[src/hw/amigaMapPkg.sv]
// Address map constants for the CPU bus decode; fields index address bits 31..12 only
package amigaMapPkg;

  //////////////////////////////////////////////////////////////
  // Field widths
  //////////////////////////////////////////////////////////////

  // Cycle address carries CPU bits 31..12
  localparam int addrWidth = 20;
  // Bridge register base sits on bits 23..16
  localparam int bridgeBaseWidth = 8;
  // IDE base sits on bits 23..17, a 128k window
  localparam int ideBaseWidth = 7;
  // Prometheus base sits on bits 31..29
  localparam int proBaseWidth = 3;

  //////////////////////////////////////////////////////////////
  // Fixed map
  //////////////////////////////////////////////////////////////

  // Bits 31..24 all zero means the 24-bit space
  localparam logic [7:0] z2Top = 8'h00;

  // Pages on bits 23..16
  localparam logic [7:0] ciaPage = 8'hBF;
  localparam logic [7:0] regPage = 8'hDF;
  localparam logic [7:0] autoconfigPage = 8'hE8;

  // RTC at $DC0000..$DDFFFF, bits 23..17
  localparam logic [6:0] rtcBlock = 7'h6E;

  // 512k blocks on bits 23..19
  localparam logic [4:0] hiRomBlock = 5'h1F;
  localparam logic [4:0] flashBlock0 = 5'h1C;
  localparam logic [4:0] flashBlock1 = 5'h1E;

  // Chip RAM is the bottom 2M, bits 23..21
  localparam logic [2:0] chipRamBlock = 3'b000;

  //////////////////////////////////////////////////////////////
  // Transfer type and modifier codes
  //////////////////////////////////////////////////////////////

  localparam logic [1:0] ttAlternate = 2'b10;
  localparam logic [1:0] ttAcknowledge = 2'b11;
  // Modifier that selects config type 1 in alternate cycles
  localparam logic [2:0] tmConfig1 = 3'b011;

endpackage

[src/hw/pciBridgePkg.sv]
// Bridge request encoding and queue sizing; queueDepth must equal 2**queuePtrWidth
package pciBridgePkg;

  // Access types as seen by the bridge
  localparam logic [1:0] accessConfig0 = 2'b00;
  localparam logic [1:0] accessConfig1 = 2'b01;
  localparam logic [1:0] accessMemory = 2'b10;
  localparam logic [1:0] accessIo = 2'b11;

  //////////////////////////////////////////////////////////////
  // Request queue
  //////////////////////////////////////////////////////////////

  localparam int queueDepth = 4;
  localparam int queuePtrWidth = 2;

  // Address, then type, then direction
  localparam int requestWidth = amigaMapPkg::addrWidth + 2 + 1;

  //////////////////////////////////////////////////////////////
  // Prometheus window offsets
  //////////////////////////////////////////////////////////////

  // Config windows on bits 28..20
  localparam logic [8:0] proConf0Offset = 9'h1FC;
  localparam logic [8:0] proConf1Offset = 9'h1FD;
  // I/O window on bits 28..21
  localparam logic [7:0] proIoOffset = 8'hFF;

endpackage

[src/hw/cpuCycleCapture.sv]
// Start strobes must be at least two clocks apart; fields are only valid while cycleActive is high
`timescale 1ns/1ps

module cpuCycleCapture (
  input  logic CLK40,
  input  logic RESETn,
  input  logic cycleStartn,
  input  logic cycleEndn,
  input  logic [amigaMapPkg::addrWidth-1:0] address,
  input  logic [1:0] tt,
  input  logic [2:0] tm,
  input  logic rnw,
  output logic [amigaMapPkg::addrWidth-1:0] cycleAddr,
  output logic [1:0] cycleTt,
  output logic [2:0] cycleTm,
  output logic cycleRnw,
  output logic cycleActive,
  output logic cycleNew
);

  // Cycle fields, loaded only on a start
  always_ff @(posedge CLK40) begin
    if (!cycleStartn) begin
      cycleAddr <= address;
      cycleTt <= tt;
      cycleTm <= tm;
      cycleRnw <= rnw;
    end
  end

  // Active level and the new-cycle pulse
  // start wins over an end in the same clock
  always_ff @(posedge CLK40) begin
    if (!RESETn) begin
      cycleActive <= 1'b0;
      cycleNew <= 1'b0;
    end else begin
      cycleNew <= !cycleStartn;
      if (!cycleStartn) begin
        cycleActive <= 1'b1;
      end else if (!cycleEndn) begin
        cycleActive <= 1'b0;
      end
    end
  end

  // Back to back starts would merge two cycles into one decode window
  newIsSinglePulse: assert property (
    @(posedge CLK40) disable iff (!RESETn) cycleNew |=> !cycleNew
  );

endmodule

[src/hw/addressDecode.sv]
// Outputs are combinational from the held cycle; base inputs must be stable while configured is set
`timescale 1ns/1ps

module addressDecode (
  input  logic CLK40,
  input  logic RESETn,
  input  logic [amigaMapPkg::addrWidth-1:0] cycleAddr,
  input  logic [1:0] cycleTt,
  input  logic [2:0] cycleTm,
  input  logic cycleRnw,
  input  logic cycleActive,
  input  logic cycleNew,
  input  logic ovl,
  input  logic ciaEnable,
  input  logic configured,
  input  logic [amigaMapPkg::bridgeBaseWidth-1:0] bridgeBase,
  input  logic [amigaMapPkg::ideBaseWidth-1:0] ideBase,
  input  logic [amigaMapPkg::proBaseWidth-1:0] proBase,
  output logic romEn,
  output logic ciaSpace,
  output logic ciaCs0n,
  output logic ciaCs1n,
  output logic ramSpacen,
  output logic regSpacen,
  output logic rtcEnn,
  output logic autoconfigSpace,
  output logic flashSpace0,
  output logic flashSpace1,
  output logic autovector,
  output logic ataSpace,
  output logic ataEnn,
  output logic pcs0,
  output logic pcs1,
  output logic scs0,
  output logic scs1,
  output logic bregEnn,
  output logic bproEnn,
  output logic pushReq,
  output logic [amigaMapPkg::addrWidth-1:0] pushAddr,
  output logic [1:0] pushType,
  output logic pushRnw
);

  import amigaMapPkg::*;
  import pciBridgePkg::*;

  // CPU address bit n is cycleAddr[n-12]
  logic [7:0] aTop;
  logic [7:0] aPage;
  logic z2Space;
  logic ideCs0;
  logic ideCs1;
  logic ataEn;
  logic bregHit;
  logic proHit;

  assign aTop = cycleAddr[19:12];
  assign aPage = cycleAddr[11:4];
  assign z2Space = cycleActive && (aTop == z2Top);

  //////////////////////////////////////////////////////////////
  // Fixed 24-bit map
  //////////////////////////////////////////////////////////////

  // Low ROM only under overlay, the high copy always answers
  assign romEn = z2Space && ((ovl && cycleAddr[11:7] == 5'b00000) ||
                             cycleAddr[11:7] == hiRomBlock);

  assign ciaSpace = z2Space && (aPage == ciaPage);
  // Even CIA on A12 low, odd CIA on A13 low
  assign ciaCs0n = !(cycleActive && ciaEnable && !cycleAddr[0]);
  assign ciaCs1n = !(cycleActive && ciaEnable && !cycleAddr[1]);

  // Chip RAM hidden while ROM overlays the bottom
  assign ramSpacen = !(z2Space && !ovl && cycleAddr[11:9] == chipRamBlock);
  assign regSpacen = !(z2Space && aPage == regPage);
  assign rtcEnn = !(z2Space && cycleAddr[11:5] == rtcBlock);
  assign autoconfigSpace = z2Space && (aPage == autoconfigPage);
  assign flashSpace0 = z2Space && (cycleAddr[11:7] == flashBlock0);
  assign flashSpace1 = z2Space && (cycleAddr[11:7] == flashBlock1);

  // Interrupt acknowledge at $FFFFxxxx, every level autovectored
  assign autovector = cycleActive && (cycleTt == ttAcknowledge) &&
                      (cycleAddr[19:4] == 16'hFFFF);

  //////////////////////////////////////////////////////////////
  // IDE
  //////////////////////////////////////////////////////////////

  assign ataSpace = z2Space && configured && (cycleAddr[11:5] == ideBase);

  // Task file on A12 set, control block on A13 set, A16 and A15 clear
  assign ideCs0 = !cycleAddr[4] && !cycleAddr[3] && !cycleAddr[1] && cycleAddr[0];
  assign ideCs1 = !cycleAddr[4] && !cycleAddr[3] && cycleAddr[1] && !cycleAddr[0];
  // A14 picks primary or secondary channel
  assign pcs0 = ataSpace && ideCs0 && !cycleAddr[2];
  assign pcs1 = ataSpace && ideCs0 && cycleAddr[2];
  assign scs0 = ataSpace && ideCs1 && !cycleAddr[2];
  assign scs1 = ataSpace && ideCs1 && cycleAddr[2];

  // Window serves the boot ROM until the first write, then the drive
  assign ataEnn = !(ataSpace && ataEn);

  always_ff @(posedge CLK40) begin
    if (!RESETn) begin
      ataEn <= 1'b0;
    end else if (cycleNew && ataSpace && !cycleRnw) begin
      ataEn <= 1'b1;
    end
  end

  //////////////////////////////////////////////////////////////
  // PCI bridge
  //////////////////////////////////////////////////////////////

  // Register block is a 64k device in the 24-bit space
  assign bregHit = z2Space && configured && (aPage == bridgeBase);
  // Prometheus window lives above the 24-bit space
  assign proHit = cycleActive && configured && (aTop != z2Top) &&
                  (cycleAddr[19:17] == proBase);
  assign bregEnn = !bregHit;
  assign bproEnn = !proHit;

  // Prometheus offsets pick the type; register hits use TT and TM
  always_comb begin
    pushType = accessMemory;
    if (proHit) begin
      if (cycleAddr[16:8] == proConf0Offset) begin
        pushType = accessConfig0;
      end else if (cycleAddr[16:8] == proConf1Offset) begin
        pushType = accessConfig1;
      end else if (cycleAddr[16:9] == proIoOffset) begin
        pushType = accessIo;
      end
    end else if (cycleTt == ttAlternate) begin
      pushType = (cycleTm == tmConfig1) ? accessConfig1 : accessConfig0;
    end
  end

  // One push per bridge cycle, on its first decoded clock
  assign pushReq = cycleNew && (bregHit || proHit);
  assign pushAddr = cycleAddr;
  assign pushRnw = cycleRnw;

endmodule

[src/hw/bridgeQueue.sv]
// Pushing while queueFull is high is illegal; head outputs are undefined while queueEmpty is high
`timescale 1ns/1ps

module bridgeQueue (
  input  logic CLK40,
  input  logic RESETn,
  input  logic pushReq,
  input  logic [amigaMapPkg::addrWidth-1:0] pushAddr,
  input  logic [1:0] pushType,
  input  logic pushRnw,
  input  logic pop,
  output logic [amigaMapPkg::addrWidth-1:0] headAddr,
  output logic [1:0] headType,
  output logic headRnw,
  output logic queueEmpty,
  output logic queueFull
);

  import pciBridgePkg::*;

  logic [requestWidth-1:0] entries [queueDepth];
  logic [queuePtrWidth-1:0] wrPtr;
  logic [queuePtrWidth-1:0] rdPtr;
  // One extra bit so a full queue is distinct from empty
  logic [queuePtrWidth:0] count;

  // Storage, no reset
  always_ff @(posedge CLK40) begin
    if (pushReq) begin
      entries[wrPtr] <= {pushAddr, pushType, pushRnw};
    end
  end

  // Pointers wrap naturally at the depth
  always_ff @(posedge CLK40) begin
    if (!RESETn) begin
      wrPtr <= '0;
      rdPtr <= '0;
      count <= '0;
    end else begin
      if (pushReq) begin
        wrPtr <= wrPtr + 1'b1;
      end
      if (pop) begin
        rdPtr <= rdPtr + 1'b1;
      end
      // Simultaneous push and pop leaves the count alone
      if (pushReq && !pop) begin
        count <= count + 1'b1;
      end else if (pop && !pushReq) begin
        count <= count - 1'b1;
      end
    end
  end

  // Head is read straight from storage
  assign {headAddr, headType, headRnw} = entries[rdPtr];

  assign queueEmpty = (count == '0);
  assign queueFull = (count == queueDepth);

  noPushWhenFull: assert property (
    @(posedge CLK40) disable iff (!RESETn) !(pushReq && queueFull)
  );

  noPopWhenEmpty: assert property (
    @(posedge CLK40) disable iff (!RESETn) !(pop && queueEmpty)
  );

endmodule

[src/hw/pciRequestIssuer.sv]
// One access per popped request; the bridge must accept a start whenever pciReady was high
`timescale 1ns/1ps

module pciRequestIssuer (
  input  logic CLK40,
  input  logic RESETn,
  input  logic [amigaMapPkg::addrWidth-1:0] headAddr,
  input  logic [1:0] headType,
  input  logic headRnw,
  input  logic queueEmpty,
  input  logic pciReady,
  output logic pop,
  output logic pciStart,
  output logic [amigaMapPkg::addrWidth-1:0] pciAddr,
  output logic [1:0] pciAccessType,
  output logic pciRnw
);

  // Take the head as soon as the bridge can accept it
  assign pop = !queueEmpty && pciReady;

  // Held access fields, loaded with each pop
  always_ff @(posedge CLK40) begin
    if (pop) begin
      pciAddr <= headAddr;
      pciAccessType <= headType;
      pciRnw <= headRnw;
    end
  end

  // Start strobe lines up with the freshly loaded fields
  always_ff @(posedge CLK40) begin
    if (!RESETn) begin
      pciStart <= 1'b0;
    end else begin
      pciStart <= pop;
    end
  end

endmodule

[src/hw/amigaPciDecodeTop.sv]
// Decode is valid one clock after the start strobe; hold off bridge cycles while queueFull is high
`timescale 1ns/1ps

module amigaPciDecodeTop (
  input  logic CLK40,
  input  logic RESETn,
  input  logic cycleStartn,
  input  logic cycleEndn,
  input  logic [amigaMapPkg::addrWidth-1:0] address,
  input  logic [1:0] tt,
  input  logic [2:0] tm,
  input  logic rnw,
  input  logic ovl,
  input  logic ciaEnable,
  input  logic configured,
  input  logic [amigaMapPkg::bridgeBaseWidth-1:0] bridgeBase,
  input  logic [amigaMapPkg::ideBaseWidth-1:0] ideBase,
  input  logic [amigaMapPkg::proBaseWidth-1:0] proBase,
  input  logic pciReady,
  output logic romEn,
  output logic ciaSpace,
  output logic ciaCs0n,
  output logic ciaCs1n,
  output logic ramSpacen,
  output logic regSpacen,
  output logic rtcEnn,
  output logic autoconfigSpace,
  output logic flashSpace0,
  output logic flashSpace1,
  output logic autovector,
  output logic ataSpace,
  output logic ataEnn,
  output logic pcs0,
  output logic pcs1,
  output logic scs0,
  output logic scs1,
  output logic bregEnn,
  output logic bproEnn,
  output logic queueFull,
  output logic pciStart,
  output logic [amigaMapPkg::addrWidth-1:0] pciAddr,
  output logic [1:0] pciAccessType,
  output logic pciRnw
);

  import amigaMapPkg::*;

  // Held CPU cycle
  logic [addrWidth-1:0] cycleAddr;
  logic [1:0] cycleTt;
  logic [2:0] cycleTm;
  logic cycleRnw;
  logic cycleActive;
  logic cycleNew;

  // Decode to queue
  logic pushReq;
  logic [addrWidth-1:0] pushAddr;
  logic [1:0] pushType;
  logic pushRnw;

  // Queue to issuer
  logic [addrWidth-1:0] headAddr;
  logic [1:0] headType;
  logic headRnw;
  logic queueEmpty;
  logic pop;

  // Port names match across the hierarchy
  cpuCycleCapture capture_i (.*);
  addressDecode decode_i (.*);
  bridgeQueue queue_i (.*);
  pciRequestIssuer issuer_i (.*);

endmodule

[config.mk]
export PLATFORM = sky130hd
export DESIGN_NAME = amigaPciDecodeTop
export DESIGN_NICKNAME = d
export VERILOG_FILES = /design/src/hw/amigaMapPkg.sv /design/src/hw/pciBridgePkg.sv /design/src/hw/cpuCycleCapture.sv /design/src/hw/addressDecode.sv /design/src/hw/bridgeQueue.sv /design/src/hw/pciRequestIssuer.sv /design/src/hw/amigaPciDecodeTop.sv
export SDC_FILE = /design/constraint.sdc
export NUM_CORES = 1
export LEC_CHECK = 0
export BUFFER_PORTS_ARGS = -buffer_cell sky130_fd_sc_hd__buf_2
export CAP_MARGIN = 20
export CORE_MARGIN = 5
export CORE_UTILIZATION = 60
export CTS_CLUSTER_SIZE = 12
export DETAILED_ROUTE_END_ITERATION = 16
export GPL_TIMING_DRIVEN = 0
export PLACE_DENSITY = 0.84
export SLEW_MARGIN = 40
export SYNTH_ARGS = -nofsm -noshare
export SYNTH_HDL_FRONTEND = slang
export SYNTH_SLANG_ARGS = --single-unit
[constraint.sdc]
create_clock -name CLK40 -period 5.91 [get_ports CLK40]
set_clock_uncertainty 0.2 [all_clocks]
set_input_delay 0.8865 -clock CLK40 [delete_from_list [all_inputs] [get_ports CLK40]]
set_output_delay 0.8865 -clock CLK40 [all_outputs]
set_load 0.02 [all_outputs]
==> results of run 1 <==
==> sequential cells by signal (all words and copies together) (netlist names), 2 cells and up <==
name	cells
issuer_i.pciAddr	20
queue_i.rdPtr	2
capture_i.cycleAddr	20
capture_i.cycleTm	3
queue_i.count	3
issuer_i.pciAccessType	2
queue_i.wrPtr	2
capture_i.cycleTt	2
queue_i.entries	92
==> per-layer routing <==
layer	wire, µm	vias up	GRT usage [%]
li1	-	1457	-
met1	4710	1651	27.6
met2	6010	159	35.7
met3	838	15	5.57
met4	199	0	8.37
met5	0	-	0
==> placed cells by master, fill, tap and decap left out, types with 2 or more instances in the layout <==
cell type,netlist,final
a21boi_0,2,2
a21oi_1,2,2
and2_1,8,4
and2_2,0,4
and4b_1,2,2
and4bb_1,2,2
buf_2,3,98
bufinv_16,0,2
clkbuf_1,8,9
clkbuf_16,0,16
clkbuf_8,0,3
clkinv_2,0,5
clkinvlp_4,0,3
dfxtp_1,11,11
edfxtp_1,141,141
ha_1,5,5
inv_1,6,5
mux2i_1,2,2
mux4_2,23,23
nand2_1,13,13
nand2b_1,3,3
nand3_1,5,5
nand3b_1,4,4
nand4_1,3,3
nor2_1,5,5
nor2b_1,4,4
nor3_1,2,2
nor4_1,10,10
or3_1,3,3
or4_1,3,3
or4_4,2,2
xnor2_1,4,4
xor2_1,18,18
==> worst register-to-register path, delay by kind of cell, from the launching register on <==
kind	cells	cell delay (ns)
buf+inv	1	0.07
flops	1	0.50
xor+xnor	1	0.18
fa+ha+maj	2	0.65
compound gates	2	0.46
simple gates	4	1.35
==> power groups by stage <==
stage          clock (µW)  combinational [µW]  sequential [µW]
3_3_place_gp            0                 358             1360
5_1_grt              1080                 396             1350
3_5_place_dp            0                 367             1360
2_1_floorplan           0                 168             1430
6_report             1030                 364             1340
4_1_cts              1040                 371             1340
==> worst max-delay path by stage <==
stage	startpoint	to	slack, ns
floorplan	proBase[0]	queue_i.count[2]$_SDFFE_PN0P_	2.48
finish	capture_i.cycleAddr[17]$_DFFE_PN_	scs1	1.96
global placement	proBase[0]	queue_i.entries[1][18]$_DFFE_PP_	2.25
detailed placement	proBase[1]	queue_i.count[2]$_SDFFE_PN0P_	2.22
CTS	capture_i.cycleAddr[17]$_DFFE_PN_	scs1	1.94
global route	capture_i.cycleAddr[9]$_DFFE_PN_	scs1	1.84
==> per-stage QoR <==
stage | instances | utilization, % | total power, µW
finish | 569 | 73.7 | 2730
floorplan | 309 | - | 1590
global route | 569 | 73.7 | 2830
global placement | 537 | 67.7 | 1710
detailed placement | 537 | 67.8 | 1730
CTS | 569 | 73.7 | 2750
==> layout make-up <==
class / instances / area share [%]
flip-flops and latches: 152 / 62.4
clock inverters: 12 / 1.75
multi-input cells: 140 / 19.6
well taps: 133 / 2.33
plain buffers: 11 / 0.631
clock buffers: 20 / 6.24
inverters: 6 / 0.316
repair buffers: 95 / 6.67
==> kinds of logic (layout without fill, tap and decap cells) <==
kind of cell,Yosys count,in the layout,share of synthesized area (%)
XOR/XNOR,22,22,3.26
buffers and inverters,17,144,1.14
flip-flops,152,152,75.3
multiplexers,25,25,9.10
AO/OA/AOI/OAI,11,11,1.33
adder cells (fa/ha/maj),6,6,1.40
AND/OR/NAND/NOR,76,76,8.46
==> flow_summary.json, run 1 <==
{
  "postPlaceCellArea_um2": 6560,
  "grt_pass1_vias": 3480,
  "register_area_um2": 4450,
  "synth_top_area_share_pct": 71.6,
  "worstMarginPinSlew_ns": 0.735,
  "wire_per_inst_um": 20.7,
  "slowest_delay_ns": 0.61,
  "switching_share_pct": 24.8,
  "synth_area_um2": 5910,
  "cp.depth": 6,
  "netlist_top_cells_count": "edfxtp_1 (141), mux4_2 (23), xor2_1 (18)",
  "grt_pass1_wl_mm": 18.5,
  "rows": 36,
  "worstPathRequired_ns": 4.82,
  "layout_min_cycle_time_ns": 3.95,
  "cts_hold_buffers": 0,
  "grt.overflow.total": 0,
  "cp.buffers_inverters": 1,
  "place_worst_setup_slack_ns": 2.22,
  "syn_area_per_cell_um2": 19.1,
  "synth-seq-area-share_pct": 75.3,
  "cp.arrival_ns": 2.87,
  "vias": 3282,
  "hold_viol": 0,
  "cts_tree": "built",
  "synth_cells": 309,
  "start_util_pct": 61.1,
  "yosysMostFrequentCell": "edfxtp_1",
  "seqPwrFrac_pct": 49.1,
  "power_leakage_uw": 0.00250,
  "cpMaxStageDelayCell": "or4_4",
  "cts_setup_buffers": 0,
  "max_freq_mhz": 253,
  "finalCritPeriodShare_pct": 66.9,
  "combPwrFrac_pct": 13.3,
  "fill_cells": 578,
  "yosysTopAreaCell": "edfxtp_1",
  "antenna_cells": 0,
  "grt_max_degree": 28,
  "finalNetCount": 481,
  "rr_startpoint": "capture_i.cycleAddr[17]$_DFFE_PN_",
  "multi_input_area_um2": 1400,
  "synth-edff-count": 141,
  "drc": 0,
  "setup_slack_ns": 1.96,
  "drt_wl_total_mm": 11.8,
  "irDropWorstVdd_v": 0.000215,
  "synth.ff_latch_count": 152,
  "hold_class": "reg -> reg",
  "r2r_cells": 10,
  "gp_congestion": 0.826,
  "hp-start": "queue_i.wrPtr[1]$_SDFFE_PN0P_",
  "cp-end-kind": "output port",
  "cts_resized": 0,
  "path_cells": "or4_4, nor3_4, and3_4, nor3b_4, and4b_1, buf_2",
  "holdWs_ns": 0.306,
  "hold_end": "queue_i.wrPtr[1]$_SDFFE_PN0P_",
  "cts_made_buffers": 17,
  "drv_slew": 0,
  "fin_setup_tns_ns": 0,
  "clkSinkCount": 152,
  "viasPerCell": 5.77,
  "die_h_um": 109,
  "status": "finished clean",
  "finalSetupViolCount": 0,
  "synth_cell_types": 42,
  "maxCapViolations": 0,
  "dieArea_um2": 11900,
  "io_buffers": 95,
  "dpl.hpwl_mm": 7.52,
  "drive_above_1_share_pct": 38.1,
  "cts.clk_slew.worst_paths_ns": 0.06,
  "drtIter0Drc": 201,
  "postRouteAntennaNets": 0,
  "crit_type": "reg -> out",
  "power_density_nw_per_um2": 383,
  "fin_area_um2": 7130,
  "syn_to_final_growth_pct": 20.6,
  "die_x_um": 109,
  "grt_usage_pct": 21.5,
  "synth_flop_cell": "edfxtp_1",
  "pin_count": 96,
  "relSlewSlack_pct": 51.0,
  "first_pass_iters": 4,
  "grt_antenna_before_repair": 0,
  "synth_nets": 367,
  "clockRootBuffer": "clkbuf_8",
  "rrSetupSlack_ns": 2.42,
  "core-area_um2": 9680,
  "clockBufferDepth": 2,
  "crit_family": "simple AND/OR/NAND/NOR gates",
  "rr_endpoint": "queue_i.count[2]$_SDFFE_PN0P_",
  "pwr-share-clk_pct": 37.6,
  "holdPathStages": 2,
  "synth.area.top_cells": "edfxtp_1 (72%), mux4_2 (8.8%), dfxtp_1 (3.7%)",
  "async_flop_share_pct": 0,
  "critical_path.max_fanout": 7,
  "yosysWarnings": 0,
  "clkLatencyLatePin_ns": 0.53,
  "power.internal_uw": 2050,
  "grt_setup_unrepaired": "false",
  "h-tree-depth": 4,
  "switching_power_uw": 678,
  "start_kind": "register"
}
Power figures use the tool's default switching activity.
==> run 2, diff against run 1 <==
--- a/config.mk
+++ b/config.mk
@@ -8,11 +8,11 @@
 export BUFFER_PORTS_ARGS = -buffer_cell sky130_fd_sc_hd__buf_2
 export CAP_MARGIN = 20
 export CORE_MARGIN = 5
-export CORE_UTILIZATION = 60
+export CORE_UTILIZATION = 50
 export CTS_CLUSTER_SIZE = 12
 export DETAILED_ROUTE_END_ITERATION = 16
 export GPL_TIMING_DRIVEN = 0
-export PLACE_DENSITY = 0.84
+export PLACE_DENSITY = 0.75
 export SLEW_MARGIN = 40
 export SYNTH_ARGS = -nofsm -noshare
 export SYNTH_HDL_FRONTEND = slang
==> constraint.sdc (replaced) <==
create_clock -name CLK40 -period 3.17 [get_ports CLK40]
set_clock_uncertainty 0.2 [all_clocks]
set_input_delay 0.4755 -clock CLK40 [delete_from_list [all_inputs] [get_ports CLK40]]
set_output_delay 0.4755 -clock CLK40 [all_outputs]
set_load 0.02 [all_outputs]
==> flow_summary.json, run 2 (same netlist as run 1, synthesis figures left out) <==
{
  "die_x_um": 119,
  "largest_register": "queue_i.entries",
  "register_area_um2": 4450,
  "drv_slew": 0,
  "clkLatencyLatePin_ns": 0.41,
  "drive_above_1_share_pct": 40.3,
  "drc": 0,
  "power_leakage_uw": 0.00259,
  "rows": 39,
  "drt_wl_total_mm": 11.6,
  "worstMarginPinSlew_ns": 0.752,
  "antenna_cells": 0,
  "rrSetupSlack_ns": -0.07,
  "postRouteAntennaNets": 0,
  "grt.overflow.total": 0,
  "hp-start": "address[0]",
  "maxCapViolations": 0,
  "syn_to_final_growth_pct": 23.9,
  "cts_made_buffers": 17,
  "first_pass_iters": 4,
  "dieArea_um2": 14100,
  "rr_startpoint": "capture_i.cycleAddr[18]$_DFFE_PN_",
  "critical_path.max_fanout": 5,
  "largest_register_ffs": 92,
  "worstPathRequired_ns": 2.49,
  "layout_min_cycle_time_ns": 3.27,
  "final_common_cell": "edfxtp_1",
  "max_freq_mhz": 305,
  "power_density_nw_per_um2": 729,
  "wire_per_inst_um": 19.7,
  "core-area_um2": 11500,
  "io_buffers": 95,
  "die_h_um": 119,
  "crit_type": "reg -> out",
  "finalCritPeriodShare_pct": 103,
  "grt_setup_unrepaired": "true",
  "status": "complete, but fails checks",
  "violations": "setup timing",
  "finalNetCount": 492,
  "hold_class": "in -> reg",
  "fill_cells": 794,
  "cts_hold_buffers": 0,
  "drtIter0Drc": 304,
  "finalSetupViolCount": 5,
  "clkSinkCount": 152,
  "grt_pass1_wl_mm": 18.8,
  "fin_setup_tns_ns": -0.349,
  "relSlewSlack_pct": 49.8,
  "cp.arrival_ns": 2.60,
  "clockBufferDepth": 2,
  "grt_pass1_vias": 3485,
  "cp-end-kind": "output port",
  "start_kind": "register",
  "viasPerCell": 5.42,
  "cts.clk_slew.worst_paths_ns": 0.06,
  "irDropWorstVdd_v": 0.000367,
  "r2r_cells": 11,
  "vias": 3196,
  "start_util_pct": 51.4,
  "cts_tree": "built",
  "pin_count": 96,
  "rr_endpoint": "queue_i.count[2]$_SDFFE_PN0P_",
  "dpl.hpwl_mm": 7.26,
  "clockRootBuffer": "clkbuf_16",
  "largestRegisters": "queue_i.entries (92), capture_i.cycleAddr (20), issuer_i.pciAddr (20)",
  "holdPathStages": 1,
  "gp_congestion": 0.838,
  "setup_slack_ns": -0.104,
  "grt_usage_pct": 17.5,
  "hold_end": "capture_i.cycleAddr[0]$_DFFE_PN_",
  "hold_viol": 0,
  "grt_max_degree": 28,
  "final_util_pct": 63.6,
  "multi_input_area_um2": 1410,
  "h-tree-depth": 4,
  "layout_common_cells": "edfxtp_1 (141), buf_2 (94), mux4_2 (23)",
  "power_uw": 5340,
  "grt_antenna_before_repair": 0
}
-- run 2: changes by cell type in the layout (fill, tap and decap cells not counted), sizes merged --
| cell | previous run | this run |
|---|---|---|
| clkbuf | 28 | 26 |
| clkinv | 6 | 3 |
| buf | 98 | 111 |
| bufinv | 2 | 5 |
-- run 2: timing repair --
| action | 4_1_cts | 5_1_grt |
|---|---|---|
| buffers inserted | 10 | 3 |
| resized for setup | 6 | 4 |
| setup endpoints to repair | 7 | 100 |
| cloned | 0 | 0 |
| pin swaps | 2 | 0 |
-- run 2: cell type report --
| type | count | area share [%] |
|---|---|---|
| Sequential cell | 152 | 60.8 |
| Multi-Input combinational cell | 140 | 19.2 |
| Timing Repair Buffer | 108 | 8.06 |
| Clock buffer | 20 | 5.96 |
| Clock inverter | 12 | 2.73 |
| Tap cell | 143 | 2.44 |
| Buffer | 9 | 0.512 |
| Inverter | 6 | 0.307 |
-- run 2: worst max-delay path by stage --
stage                                           start                               end  slack (ns)  cells after the start
floorplan           capture_i.cycleAddr[17]$_DFFE_PN_     queue_i.count[2]$_SDFFE_PN0P_        0.02                     10
global placement    capture_i.cycleAddr[17]$_DFFE_PN_  queue_i.entries[0][18]$_DFFE_PP_       -0.25                      5
detailed placement  capture_i.cycleAddr[17]$_DFFE_PN_     queue_i.count[2]$_SDFFE_PN0P_       -0.31                     10
CTS                 capture_i.cycleAddr[15]$_DFFE_PN_     queue_i.count[2]$_SDFFE_PN0P_       -0.16                     10
global route        capture_i.cycleAddr[15]$_DFFE_PN_                              pcs0       -0.23                      6
finish              capture_i.cycleAddr[15]$_DFFE_PN_                              pcs0       -0.10                      6
-- run 2: where the power goes --
| part | switching (µW) | leakage, µW | total [µW] | internal [µW] |
|---|---|---|---|---|
| sequential | 90.2 | 0.00138 | 2500 | 2410 |
| clock | 757 | 0.000301 | 2150 | 1400 |
| combinational | 417 | 0.000906 | 690 | 273 |
-- run 2: through the flow --
| step | hold slack (ns) | cell area (µm²) | worst slack, ns | instances |
|---|---|---|---|---|
| final | 0.0352 | 7330 | -0.104 | 590 |
| after global routing | 0.0157 | 7330 | -0.228 | 590 |
| after CTS | 0.0254 | 7300 | -0.158 | 589 |
| after detailed placement | 0.293 | 6580 | -0.306 | 547 |
| after global placement | 0.278 | 6570 | -0.246 | 547 |
| after floorplan | 0.258 | 5910 | 0.0238 | 309 |
-- run 2: worst max-delay path, stage by stage, from the launching register on --
cell,delay (ns)
edfxtp_1,0.47
or4_4,0.56
nor3_4,0.26
and3_4,0.25
nor3b_4,0.24
and4bb_1,0.27
buf_6,0.13
-- run 2: per-layer routing --
metal	up-vias	global-route usage [%]	wire length, µm
met4	0	5.14	109
met3	9	5.35	795
met5	-	0	0
met1	1589	21.9	4790
li1	1487	-	-
met2	111	29.6	5900
